`src/xl_pkg.sv`:
```
/*
 * shared types and constants for the video controller model:
 * vram word and address types, register numbers, interrupt bits
 */

package xl_pkg;

    // vram geometry
    localparam int VRAM_AW      = 8;                // address bits used to index storage
    localparam int VRAM_DEPTH   = 1 << VRAM_AW;     // 256 words

    typedef logic [15:0] word_t;                    // vram data word
    typedef logic [15:0] addr_t;                    // vram word address, low VRAM_AW bits used

    // interrupt vector and bit positions
    typedef logic [3:0] intr_t;

    localparam int INTR_BLIT    = 0;                // fill finished
    localparam int INTR_SOFT0   = 1;                // software trigger 0
    localparam int INTR_SOFT1   = 2;
    localparam int INTR_SOFT2   = 3;

    // register numbers on the byte bus
    localparam logic [3:0] REG_XM_ADDR      = 4'h0; // vram address, write prefetches
    localparam logic [3:0] REG_XM_DATA      = 4'h1; // vram data, post-increment
    localparam logic [3:0] REG_BLIT_ADDR    = 4'h2; // fill start address
    localparam logic [3:0] REG_BLIT_COUNT   = 4'h3; // fill word count, write starts fill
    localparam logic [3:0] REG_BLIT_VALUE   = 4'h4; // fill value
    localparam logic [3:0] REG_INT_CTRL     = 4'h5; // mask high byte, clear/status low byte
    localparam logic [3:0] REG_INT_TRIG     = 4'h6; // software trigger bits
    localparam logic [3:0] REG_STATUS       = 4'h7; // bit 0 blit busy

endpackage

```
`src/xl_blit_fill.sv`:
```
/*
 * fill blitter: writes one value over a counted run of vram words,
 * pulses done after the last write ack
 */

`default_nettype none
`timescale 1ns/100ps

module xl_blit_fill(
    input  wire logic           clk,
    input  wire logic           reset_i,
    input  wire logic           blit_start_i,       // ignored while busy
    input  wire xl_pkg::addr_t  blit_addr_i,
    input  wire xl_pkg::word_t  blit_count_i,
    input  wire xl_pkg::word_t  blit_value_i,
    input  wire logic           blit_vram_ack_i,
    output logic                blit_vram_sel_o,
    output xl_pkg::addr_t       blit_vram_addr_o,
    output xl_pkg::word_t       blit_vram_data_o,
    output logic                blit_busy_o,
    output logic                blit_done_o
);

typedef enum logic { ST_IDLE, ST_RUN } state_t;

state_t             state;
xl_pkg::word_t      remain;         // words left incl. current one
logic               start_ok;       // start accepted this cycle

assign start_ok     = (state == ST_IDLE) && blit_start_i;
assign blit_busy_o  = (state == ST_RUN);

always_ff @(posedge clk) begin
    if (reset_i) begin
        state           <= ST_IDLE;
        blit_vram_sel_o <= 1'b0;
        blit_done_o     <= 1'b0;
    end else begin
        blit_done_o     <= 1'b0;
        if (start_ok) begin
            if (blit_count_i == 16'd0) begin
                blit_done_o     <= 1'b1;    // empty fill, just signal
            end else begin
                state           <= ST_RUN;
                blit_vram_sel_o <= 1'b1;
            end
        end else if (blit_busy_o && blit_vram_ack_i && remain == 16'd1) begin
            state           <= ST_IDLE;     // last word written
            blit_vram_sel_o <= 1'b0;
            blit_done_o     <= 1'b1;
        end
    end
end

// address and count step on each ack
always_ff @(posedge clk) begin
    if (start_ok) begin
        blit_vram_addr_o    <= blit_addr_i;
        blit_vram_data_o    <= blit_value_i;
        remain              <= blit_count_i;
    end else if (blit_busy_o && blit_vram_ack_i) begin
        blit_vram_addr_o    <= blit_vram_addr_o + 16'd1;
        remain              <= remain - 16'd1;
    end
end

endmodule
`default_nettype wire

```
`src/xl_intr_result.sv`:
```
/*
 * interrupt result: sticky pending status, clears, masked bus interrupt
 */

`default_nettype none
`timescale 1ns/100ps

module xl_intr_result(
    input  wire logic           clk,
    input  wire logic           reset_i,
    input  wire xl_pkg::intr_t  intr_mask_i,
    input  wire xl_pkg::intr_t  intr_clear_i,       // one-cycle clear bits
    input  wire xl_pkg::intr_t  intr_trig_i,        // one-cycle trigger bits
    input  wire logic           blit_done_i,
    output xl_pkg::intr_t       intr_status_o,
    output logic                bus_intr_o
);

xl_pkg::intr_t  intr_events;    // new events this cycle

always_comb begin
    intr_events = intr_trig_i;
    intr_events[xl_pkg::INTR_BLIT] = intr_trig_i[xl_pkg::INTR_BLIT] | blit_done_i;
end

always_ff @(posedge clk) begin
    if (reset_i) begin
        intr_status_o   <= '0;
        bus_intr_o      <= 1'b0;
    end else begin
        intr_status_o   <= (intr_status_o & ~intr_clear_i) | intr_events;   // set wins
        bus_intr_o      <= |(intr_status_o & intr_mask_i);  // one cycle behind status
    end
end

endmodule
`default_nettype wire

```
`src/xl_main.sv`:
```
/*
 * video controller main block: register decoder, fill blitter,
 * vram arbiter and interrupt result
 */

`default_nettype none
`timescale 1ns/100ps

module xl_main(
    input  wire logic           clk,
    input  wire logic           reset_i,
    input  wire logic           bus_cs_n_i,
    input  wire logic           bus_rd_nwr_i,
    input  wire logic [3:0]     bus_reg_num_i,
    input  wire logic           bus_bytesel_i,
    input  wire logic [7:0]     bus_data_i,
    output logic [7:0]          bus_data_o,
    output logic                bus_intr_o
);

// register port to vram
logic               regs_vram_sel;
logic               regs_wr;
xl_pkg::addr_t      regs_addr;
xl_pkg::word_t      regs_data;
logic               regs_vram_ack;
xl_pkg::word_t      vram_rd_data;

// blit port to vram
logic               blit_vram_sel;
xl_pkg::addr_t      blit_addr;
xl_pkg::word_t      blit_data;
logic               blit_vram_ack;

// blit setup and status
logic               blit_start;
xl_pkg::addr_t      blit_addr_val;
xl_pkg::word_t      blit_count_val;
xl_pkg::word_t      blit_value_val;
logic               blit_busy;
logic               blit_done;

// interrupt control
xl_pkg::intr_t      intr_mask;
xl_pkg::intr_t      intr_clear;
xl_pkg::intr_t      intr_trig;
xl_pkg::intr_t      intr_status;

xl_reg_decode u_xl_reg_decode(
    .clk(clk),
    .reset_i(reset_i),
    .bus_cs_n_i(bus_cs_n_i),
    .bus_rd_nwr_i(bus_rd_nwr_i),
    .bus_reg_num_i(bus_reg_num_i),
    .bus_bytesel_i(bus_bytesel_i),
    .bus_data_i(bus_data_i),
    .regs_vram_ack_i(regs_vram_ack),
    .vram_rd_data_i(vram_rd_data),
    .blit_busy_i(blit_busy),
    .intr_status_i(intr_status),
    .bus_data_o(bus_data_o),
    .regs_vram_sel_o(regs_vram_sel),
    .regs_wr_o(regs_wr),
    .regs_addr_o(regs_addr),
    .regs_data_o(regs_data),
    .blit_start_o(blit_start),
    .blit_addr_o(blit_addr_val),
    .blit_count_o(blit_count_val),
    .blit_value_o(blit_value_val),
    .intr_mask_o(intr_mask),
    .intr_clear_o(intr_clear),
    .intr_trig_o(intr_trig)
);

xl_blit_fill u_xl_blit_fill(
    .clk(clk),
    .reset_i(reset_i),
    .blit_start_i(blit_start),
    .blit_addr_i(blit_addr_val),
    .blit_count_i(blit_count_val),
    .blit_value_i(blit_value_val),
    .blit_vram_ack_i(blit_vram_ack),
    .blit_vram_sel_o(blit_vram_sel),
    .blit_vram_addr_o(blit_addr),
    .blit_vram_data_o(blit_data),
    .blit_busy_o(blit_busy),
    .blit_done_o(blit_done)
);

xl_vram_arb u_xl_vram_arb(
    .clk(clk),
    .reset_i(reset_i),
    .regs_sel_i(regs_vram_sel),
    .regs_wr_i(regs_wr),
    .regs_addr_i(regs_addr),
    .regs_data_i(regs_data),
    .blit_sel_i(blit_vram_sel),
    .blit_addr_i(blit_addr),
    .blit_data_i(blit_data),
    .regs_ack_o(regs_vram_ack),
    .blit_ack_o(blit_vram_ack),
    .vram_data_o(vram_rd_data)
);

xl_intr_result u_xl_intr_result(
    .clk(clk),
    .reset_i(reset_i),
    .intr_mask_i(intr_mask),
    .intr_clear_i(intr_clear),
    .intr_trig_i(intr_trig),
    .blit_done_i(blit_done),
    .intr_status_o(intr_status),
    .bus_intr_o(bus_intr_o)
);

endmodule
`default_nettype wire

```
`src/xl_reg_decode.sv`:
```
/*
 * byte-lane register bus decoder: word assembly, vram address/data
 * registers with prefetch, blit setup, interrupt control, read data
 */

`default_nettype none
`timescale 1ns/100ps

module xl_reg_decode(
    input  wire logic           clk,
    input  wire logic           reset_i,
    input  wire logic           bus_cs_n_i,         // access strobe, active low
    input  wire logic           bus_rd_nwr_i,       // 1 = read
    input  wire logic [3:0]     bus_reg_num_i,
    input  wire logic           bus_bytesel_i,      // 0 = even (high) byte
    input  wire logic [7:0]     bus_data_i,
    input  wire logic           regs_vram_ack_i,
    input  wire xl_pkg::word_t  vram_rd_data_i,
    input  wire logic           blit_busy_i,
    input  wire xl_pkg::intr_t  intr_status_i,
    output logic [7:0]          bus_data_o,
    output logic                regs_vram_sel_o,
    output logic                regs_wr_o,
    output xl_pkg::addr_t       regs_addr_o,
    output xl_pkg::word_t       regs_data_o,
    output logic                blit_start_o,
    output xl_pkg::addr_t       blit_addr_o,
    output xl_pkg::word_t       blit_count_o,
    output xl_pkg::word_t       blit_value_o,
    output xl_pkg::intr_t       intr_mask_o,
    output xl_pkg::intr_t       intr_clear_o,
    output xl_pkg::intr_t       intr_trig_o
);

logic               wr_strobe;      // write access this cycle
logic               word_wr;        // odd byte write, word complete
logic               rd_strobe;      // read access this cycle
logic [7:0]         hold_hi;        // even byte holding register
xl_pkg::word_t      wr_word;        // assembled write word
xl_pkg::addr_t      xm_addr;        // vram address, post-increment
xl_pkg::word_t      xm_prefetch;    // last word read from vram
xl_pkg::word_t      rd_word;        // selected register for reads

assign wr_strobe    = ~bus_cs_n_i & ~bus_rd_nwr_i;
assign rd_strobe    = ~bus_cs_n_i & bus_rd_nwr_i;
assign word_wr      = wr_strobe & bus_bytesel_i;
assign wr_word      = { hold_hi, bus_data_i };
assign regs_addr_o  = xm_addr;      // only moves on ack or new access

// read mux, byte picked at the strobe
always_comb begin
    case (bus_reg_num_i)
        xl_pkg::REG_XM_ADDR:    rd_word = xm_addr;
        xl_pkg::REG_XM_DATA:    rd_word = xm_prefetch;
        xl_pkg::REG_BLIT_ADDR:  rd_word = blit_addr_o;
        xl_pkg::REG_BLIT_COUNT: rd_word = blit_count_o;
        xl_pkg::REG_BLIT_VALUE: rd_word = blit_value_o;
        xl_pkg::REG_INT_CTRL:   rd_word = { 4'h0, intr_mask_o, 4'h0, intr_status_i };
        xl_pkg::REG_STATUS:     rd_word = { 15'h0, blit_busy_i };
        default:                rd_word = '0;   // unused registers
    endcase
end

// payload registers
always_ff @(posedge clk) begin
    if (wr_strobe && !bus_bytesel_i) begin
        hold_hi <= bus_data_i;                  // wait for odd byte
    end
    if (regs_vram_ack_i && !regs_wr_o) begin
        xm_prefetch <= vram_rd_data_i;          // read data valid in ack cycle
    end
    if (word_wr) begin
        case (bus_reg_num_i)
            xl_pkg::REG_XM_DATA:    regs_data_o  <= wr_word;
            xl_pkg::REG_BLIT_ADDR:  blit_addr_o  <= wr_word;
            xl_pkg::REG_BLIT_COUNT: blit_count_o <= wr_word;
            xl_pkg::REG_BLIT_VALUE: blit_value_o <= wr_word;
            default: ;
        endcase
    end
end

// control: vram request, pulses, mask, read byte
always_ff @(posedge clk) begin
    if (reset_i) begin
        regs_vram_sel_o <= 1'b0;
        regs_wr_o       <= 1'b0;
        xm_addr         <= '0;
        blit_start_o    <= 1'b0;
        intr_mask_o     <= '0;
        intr_clear_o    <= '0;
        intr_trig_o     <= '0;
        bus_data_o      <= 8'h00;
    end else begin
        blit_start_o    <= 1'b0;            // one-cycle pulses
        intr_clear_o    <= '0;
        intr_trig_o     <= '0;

        if (regs_vram_ack_i) begin
            if (regs_wr_o) begin
                xm_addr     <= xm_addr + 16'd1; // write done, keep sel for prefetch
                regs_wr_o   <= 1'b0;
            end else begin
                regs_vram_sel_o <= 1'b0;        // prefetch done
            end
        end

        if (word_wr) begin
            case (bus_reg_num_i)
                xl_pkg::REG_XM_ADDR: begin
                    xm_addr         <= wr_word;
                    regs_vram_sel_o <= 1'b1;    // prefetch new address
                    regs_wr_o       <= 1'b0;
                end
                xl_pkg::REG_XM_DATA: begin
                    regs_vram_sel_o <= 1'b1;    // write, then prefetch
                    regs_wr_o       <= 1'b1;
                end
                xl_pkg::REG_BLIT_COUNT: blit_start_o <= 1'b1;
                xl_pkg::REG_INT_CTRL: begin
                    intr_mask_o     <= hold_hi[3:0];
                    intr_clear_o    <= bus_data_i[3:0];
                end
                xl_pkg::REG_INT_TRIG: begin
                    intr_trig_o[xl_pkg::INTR_BLIT]  <= bus_data_i[xl_pkg::INTR_BLIT];
                    intr_trig_o[xl_pkg::INTR_SOFT0] <= bus_data_i[xl_pkg::INTR_SOFT0];
                    intr_trig_o[xl_pkg::INTR_SOFT1] <= bus_data_i[xl_pkg::INTR_SOFT1];
                    intr_trig_o[xl_pkg::INTR_SOFT2] <= bus_data_i[xl_pkg::INTR_SOFT2];
                end
                default: ;
            endcase
        end

        if (rd_strobe) begin
            bus_data_o <= bus_bytesel_i ? rd_word[7:0] : rd_word[15:8];  // held till next read
            if (bus_reg_num_i == xl_pkg::REG_XM_DATA && bus_bytesel_i) begin
                xm_addr         <= xm_addr + 16'd1; // odd byte read advances
                regs_vram_sel_o <= 1'b1;
                regs_wr_o       <= 1'b0;
            end
        end
    end
end

endmodule
`default_nettype wire

```
`src/xl_vram_arb.sv`:
```
/*
 * vram storage with two-port priority arbiter,
 * register port first, blit port write only
 */

`default_nettype none
`timescale 1ns/100ps

module xl_vram_arb(
    input  wire logic           clk,
    input  wire logic           reset_i,
    input  wire logic           regs_sel_i,
    input  wire logic           regs_wr_i,
    input  wire xl_pkg::addr_t  regs_addr_i,
    input  wire xl_pkg::word_t  regs_data_i,
    input  wire logic           blit_sel_i,
    input  wire xl_pkg::addr_t  blit_addr_i,
    input  wire xl_pkg::word_t  blit_data_i,
    output logic                regs_ack_o,
    output logic                blit_ack_o,
    output xl_pkg::word_t       vram_data_o         // valid with regs_ack_o
);

xl_pkg::word_t  vram [xl_pkg::VRAM_DEPTH];  // word storage
logic           regs_gnt;
logic           blit_gnt;

// a select still high in its ack cycle is not granted again
assign regs_gnt = regs_sel_i && !regs_ack_o;
assign blit_gnt = blit_sel_i && !blit_ack_o && !regs_sel_i;   // only with no register request

// single port array, one access per cycle
always_ff @(posedge clk) begin
    if (regs_gnt) begin
        if (regs_wr_i) begin
            vram[regs_addr_i[xl_pkg::VRAM_AW-1:0]] <= regs_data_i;
        end else begin
            vram_data_o <= vram[regs_addr_i[xl_pkg::VRAM_AW-1:0]];
        end
    end else if (blit_gnt) begin
        vram[blit_addr_i[xl_pkg::VRAM_AW-1:0]] <= blit_data_i;
    end
end

// acks one cycle after grant
always_ff @(posedge clk) begin
    if (reset_i) begin
        regs_ack_o  <= 1'b0;
        blit_ack_o  <= 1'b0;
    end else begin
        regs_ack_o  <= regs_gnt;
        blit_ack_o  <= blit_gnt;
    end
end

endmodule
`default_nettype wire
```
`config.mk`:
```
export PLATFORM = sky130hd
export DESIGN_NAME = xl_main
export DESIGN_NICKNAME = d
export VERILOG_FILES = /design/src/xl_pkg.sv /design/src/xl_blit_fill.sv /design/src/xl_intr_result.sv /design/src/xl_main.sv /design/src/xl_reg_decode.sv /design/src/xl_vram_arb.sv
export SDC_FILE = /design/constraint.sdc
export NUM_CORES = 2
export LEC_CHECK = 0
export BUFFER_PORTS_ARGS = -buffer_cell sky130_fd_sc_hd__clkbuf_2
export CORE_ASPECT_RATIO = 0.8
export CORE_MARGIN = 1
export CORE_UTILIZATION = 40
export DETAILED_ROUTE_END_ITERATION = 16
export GPL_TIMING_DRIVEN = 0
export PLACE_DENSITY = 0.58
export SLEW_MARGIN = 5
export SYNTH_ARGS = -nofsm -noshare
export SYNTH_HDL_FRONTEND = slang
export SYNTH_HIERARCHICAL = 1
export SYNTH_SLANG_ARGS = --single-unit
```
`constraint.sdc`:
```
create_clock -name clk -period 6.8 [get_ports clk]
set_input_delay 2.04 -clock clk [delete_from_list [all_inputs] [get_ports clk]]
set_output_delay 2.04 -clock clk [all_outputs]
set_load 0.005 [all_outputs]
```
Word-level counts from Yosys, hierarchy flattened
Memory sizes are Yosys's and may differ from the RTL's. A register that Yosys moved wholly into a read port is not among the register bits.
Index checks and enable logic that the tools add are counted.

word-level totals
  bits in writable memories = 4096
  memories = 1
  register bits = 184
  bits of input ports = 17
  memory bits (read-only) = 0
  output and inout bits = 9
  latch bits = 0

cells by class
  divide/modulo/power cells = 0
  shift operators = 0
  add/sub/neg operators = 3
  mux-type cells = 39
  reduce and logical (&&, ||, !) cells = 31
  $lt $le $gt $ge = 0
  bitwise logic cells = 15
  multiply operators = 0
  equality and inequality tests = 9

memories
  name                depth  bits a word  rd ports  clocked after memory_dff  wr ports  RTL line           source
  u_xl_vram_arb.vram  256    16           1         1                         1         xl_vram_arb.sv:24  xl_pkg::word_t vram [xl_pkg::VRAM_DEPTH];

operators with widths
  operator                                               count
  two-way mux 16 bit                                     11
  one-hot mux 16 bit (7 select lines)                    1
  adder 16 x 1 -> 16 bit (second input constant)         2
  two-way mux 1 bit                                      24
  equality test 16 x 1 -> 1 bit (second input constant)  1
  equality test 4 x 3 -> 1 bit (second input constant)   4
  zero test 16 bit                                       1
  two-way mux 8 bit                                      2
  OR reduction 16 bit                                    1
  subtractor 16 x 1 -> 16 bit (second input constant)    1
  AND reduction 2 bit                                    7
  logical AND 1 bit                                      9
  bitwise AND 4 bit                                      2
  equality test 4 x 2 -> 1 bit (second input constant)   2
  inverter 1 bit                                         7
  OR reduction 3 bit                                     2
  zero test 1 bit                                        5
  equality test 4 x 1 -> 1 bit (second input constant)   1
  zero test 4 bit                                        1
  inverter 4 bit                                         1
  OR 4 bit                                               1
  nonzero test 2 bit                                     2
  OR reduction 2 bit                                     2
  OR reduction 4 bit                                     1
  4 further kinds                                        6

Longest topological paths before layout
  word-level depth = 8
  gate-level depth with buffers = 13
  mapped depth without buffers = 7

Hierarchy
The synthesis kept the hierarchy.

modules (own cells, without submodules)
  module          cells an instance  times used  area each (um2)
  xl_vram_arb     7559               1           159310.3
  xl_reg_decode   384                1           5227.5
  xl_blit_fill    227                1           2476.1
  xl_intr_result  20                 1           180.2

Least setup slack after synthesis
No wires, ideal clock.

  path kind = register -> register
  start = register, netlist name u_xl_blit_fill/blit_busy_o
  end = memory u_xl_vram_arb/vram[0][10] in the netlist's numbering (data pin)
  path slack = 1421 ps
  cell stages (with the launch flop) = 7
  library setup time = 823 ps
  arrival = 4556 ps
  cells stage by stage = dfxtp_1 > buf_4 > nor3b_1 > clkbuf_1 > buf_1 > nand2_1 > nand2_1

RTL lines
  element        RTL line
  end, declared  xl_vram_arb.sv:24

==> results.py <==
metrics = {
    "placement": {
        "placedInstanceArea_um2": 180000,
        "dp_cells": 14000,
        "port_buffers": 24,
        "dp_hpwl_mm": 409,
        "gp_congestion": 0.980,
    },
    "flow_run": {
        "maxCapViolations": 7,
    },
    "power_and_ir_drop": {
        "power.share.sequential_pct": 54.2,
        "peakVddDrop_mv": 0.247,
        "power.leakage_nw": 57.8,
        "internal-power_mw": 42.1,
        "powerDensity_nw_per_um2": 273,
        "switching_share_pct": 20.3,
        "power_frac_clock_pct": 44.2,
        "power_frac_comb_pct": 1.6,
        "total_power_mw": 52.9,
        "power.switching_mw": 10.7,
    },
    "critical_path": {
        "crit_chain": "buf_2, buf_6, clkbuf_1, clkbuf_1, a21oi_1, o21ai_0, nand4_1, nor3_1",
        "path_max_fanout": 11,
        "crit_path_frequent_cell": "clkbuf_1",
        "required_ns": 7.51,
        "arrival_ns": 7.49,
        "slowest_stage": "clkbuf_1",
        "worst_path_dominant_cell_family": "buffers and inverters",
        "slowest_delay_ns": 1.21,
        "cp.buffers_inverters": 4,
        "critPathLaunchType": "flip-flop",
        "cp-end-kind": "flip-flop",
        "worstSetupPathType": "flip-flop to flip-flop",
    },
    "route": {
        "first_pass_iters": 5,
        "drtAntennaViolNets": 0,
        "wire_per_inst_um": 40.3,
        "vias": 94200,
        "drt_wl_total_mm": 595,
        "drt_iter0_markers": 16400,
        "drc": 0,
        "vias_per_cell": 6.38,
    },
    "sta": {
        "setup_tns_ns": 0,
        "slew_viol_final": 55,
        "finalHoldViolCount": 0,
        "clock.fmax_mhz": 147,
        "setup_violations": 0,
        "fin_crit_ns": 6.78,
        "rsz0062_at_grt": "no",
        "worstMarginPinSlew_ns": 1.64,
        "clock_skew_ns": 0.0539,
        "max-slew-margin-rel_pct": -9.30,
        "finalCritPeriodShare_pct": 99.7,
    },
    "clock_tree": {
        "h-tree-depth": 5,
        "clk_root_buffer_cell": "clkbuf_16",
        "cts.reportedPaths.clkPinSlew_ns": 0.06,
        "postCtsSetupBuffers": 0,
        "ctsResizeCount": 0,
        "tritoncts": "built",
        "clockBufferDepth": 4,
        "hold_buffers": 0,
        "numCtsBuffers": 425,
        "clock_sink_count": 4288,
        "clock_latency_ns": 1.02,
    },
    "synthesis": {
        "synth_area_um2": 167000,
        "avgSynthCellArea_um2": 20.5,
        "syn_nets": 8158,
        "yosys_warnings": 6,
        "synthCells": 8137,
    },
    "cells_and_area": {
        "drive_above_1_share_pct": 24.6,
        "stdcell_count": 14700,
        "fin_area_um2": 193000,
        "num-nets-final": 8867,
        "syn_to_final_growth_pct": 16.0,
    },
    "global_route": {
        "grt_pass1_wl_mm": 785,
        "grt_overflow": 0,
        "grt_max_degree": 101,
        "antenna_found_initial": 48,
        "grt_use_total_pct": 27.8,
        "grt_pass1_vias": 88300,
    },
    "run_status": {
        "status": "finished, violations left",
        "violations": "max-capacitance violations, max-slew violations",
    },
    "floorplanning": {
        "die_w_um": 724,
        "die_area_um2": 419000,
        "placementRows": 211,
        "ioPinCount": 26,
        "die_h_um": 579,
        "core_um2": 414000,
        "initial_utilization_pct": 40.3,
    },
    "worst_hold_path": {
        "min_path_type": "flip-flop to flip-flop",
    },
}
-- registers in the layout (all words and copies together), names as in the netlist, 4 cells and up --
signal / count
u_xl_vram_arb/vram: 4096
u_xl_blit_fill/blit_vram_data_o: 16
u_xl_blit_fill/remain: 16
u_xl_reg_decode/blit_addr_o: 16
u_xl_reg_decode/blit_count_o: 16
u_xl_reg_decode/blit_value_o: 16
u_xl_reg_decode/regs_addr_o: 16
u_xl_reg_decode/regs_data_o: 16
u_xl_reg_decode/xm_prefetch: 16
u_xl_vram_arb/vram_data_o: 16
u_xl_blit_fill/blit_vram_addr_o: 8
u_xl_reg_decode/bus_data_o: 8
u_xl_reg_decode/hold_hi: 8
u_xl_intr_result/intr_status_o: 4
u_xl_reg_decode/intr_clear_o: 4
u_xl_reg_decode/intr_mask_o: 4
u_xl_reg_decode/intr_trig_o: 4
-- power by group through the flow --
stage	sequential (mW)	clock (mW)	combinational (mW)
after floorplan	29.2	0	0.427
after global placement	29.3	0	0.788
after detailed placement	29.2	0	0.817
after CTS	28.7	23.6	0.819
after global routing	28.6	24.5	0.855
final	28.7	23.3	0.849
-- metal layers --
layer	wire, µm	part of all wire (%)	global-route usage (%)
met1	233000	39	39.9
met2	247000	42	38.9
met3	89200	15	10.2
met4	25200	4.2	10.2
met5	141	0.024	0.102
-- path summary, 6_finish.rpt --
path / startpoint / endpoint / slack [ns] / depth (start not counted)
setup / recovery: u_xl_reg_decode/regs_addr_o[2] / u_xl_vram_arb/vram_data_o[10] / 0.02 / 8
hold / removal: u_xl_vram_arb/vram_data_o[4] / u_xl_reg_decode/xm_prefetch[4] / 0.41 / 0
setup reg to reg: u_xl_reg_decode/regs_addr_o[2] / u_xl_vram_arb/vram_data_o[10] / 0.02 / 8
hold reg to reg: u_xl_vram_arb/vram_data_o[4] / u_xl_reg_decode/xm_prefetch[4] / 0.41 / 0
-- stage by stage --
stage          setup WS, ns  hold slack (ns)  util [%]
2_1_floorplan          1.42            0.400         -
3_3_place_gp          -5.03            0.404      42.0
3_5_place_dp          0.564            0.405      43.4
4_1_cts               0.548            0.416      46.7
5_1_grt               0.458            0.423      46.7
6_report             0.0188            0.412      46.7
-- cells in the final DEF, fill, tap and decap left out, drive strengths merged, types with 16 or more instances in the layout --
| cell type | count |
|---|---|
| mux2i | 613 |
| nand4 | 46 |
| dfxtp | 48 |
| buf | 538 |
| a32oi | 28 |
| diode | 19 |
| o22ai | 141 |
| nand2b | 16 |
| a21oi | 167 |
| nand2 | 270 |
| xor2 | 17 |
| a31oi | 20 |
| clkbuf | 758 |
| mux4 | 777 |
| bufinv | 41 |
| o221ai | 260 |
| inv | 26 |
| o21ai | 181 |
| nor2 | 372 |
| a22o | 23 |
| edfxtp | 4240 |
| a311oi | 21 |
| a22oi | 50 |
| nor3 | 34 |
| nand3 | 80 |
| clkinv | 182 |
-- final cells by class --
class	count	area, µm²
Inverter	15	56.3
Buffer	485	3150
Clock inverter	244	2460
Multi-Input combinational cell	3349	36700
Antenna cell	19	47.5
Timing Repair Buffer	282	4630
Tap cell	5538	6930
Sequential cell	4288	128000
Clock buffer	529	11200
Fill cell	34300	221000
Note: power is estimated with default switching activity, not from simulation.
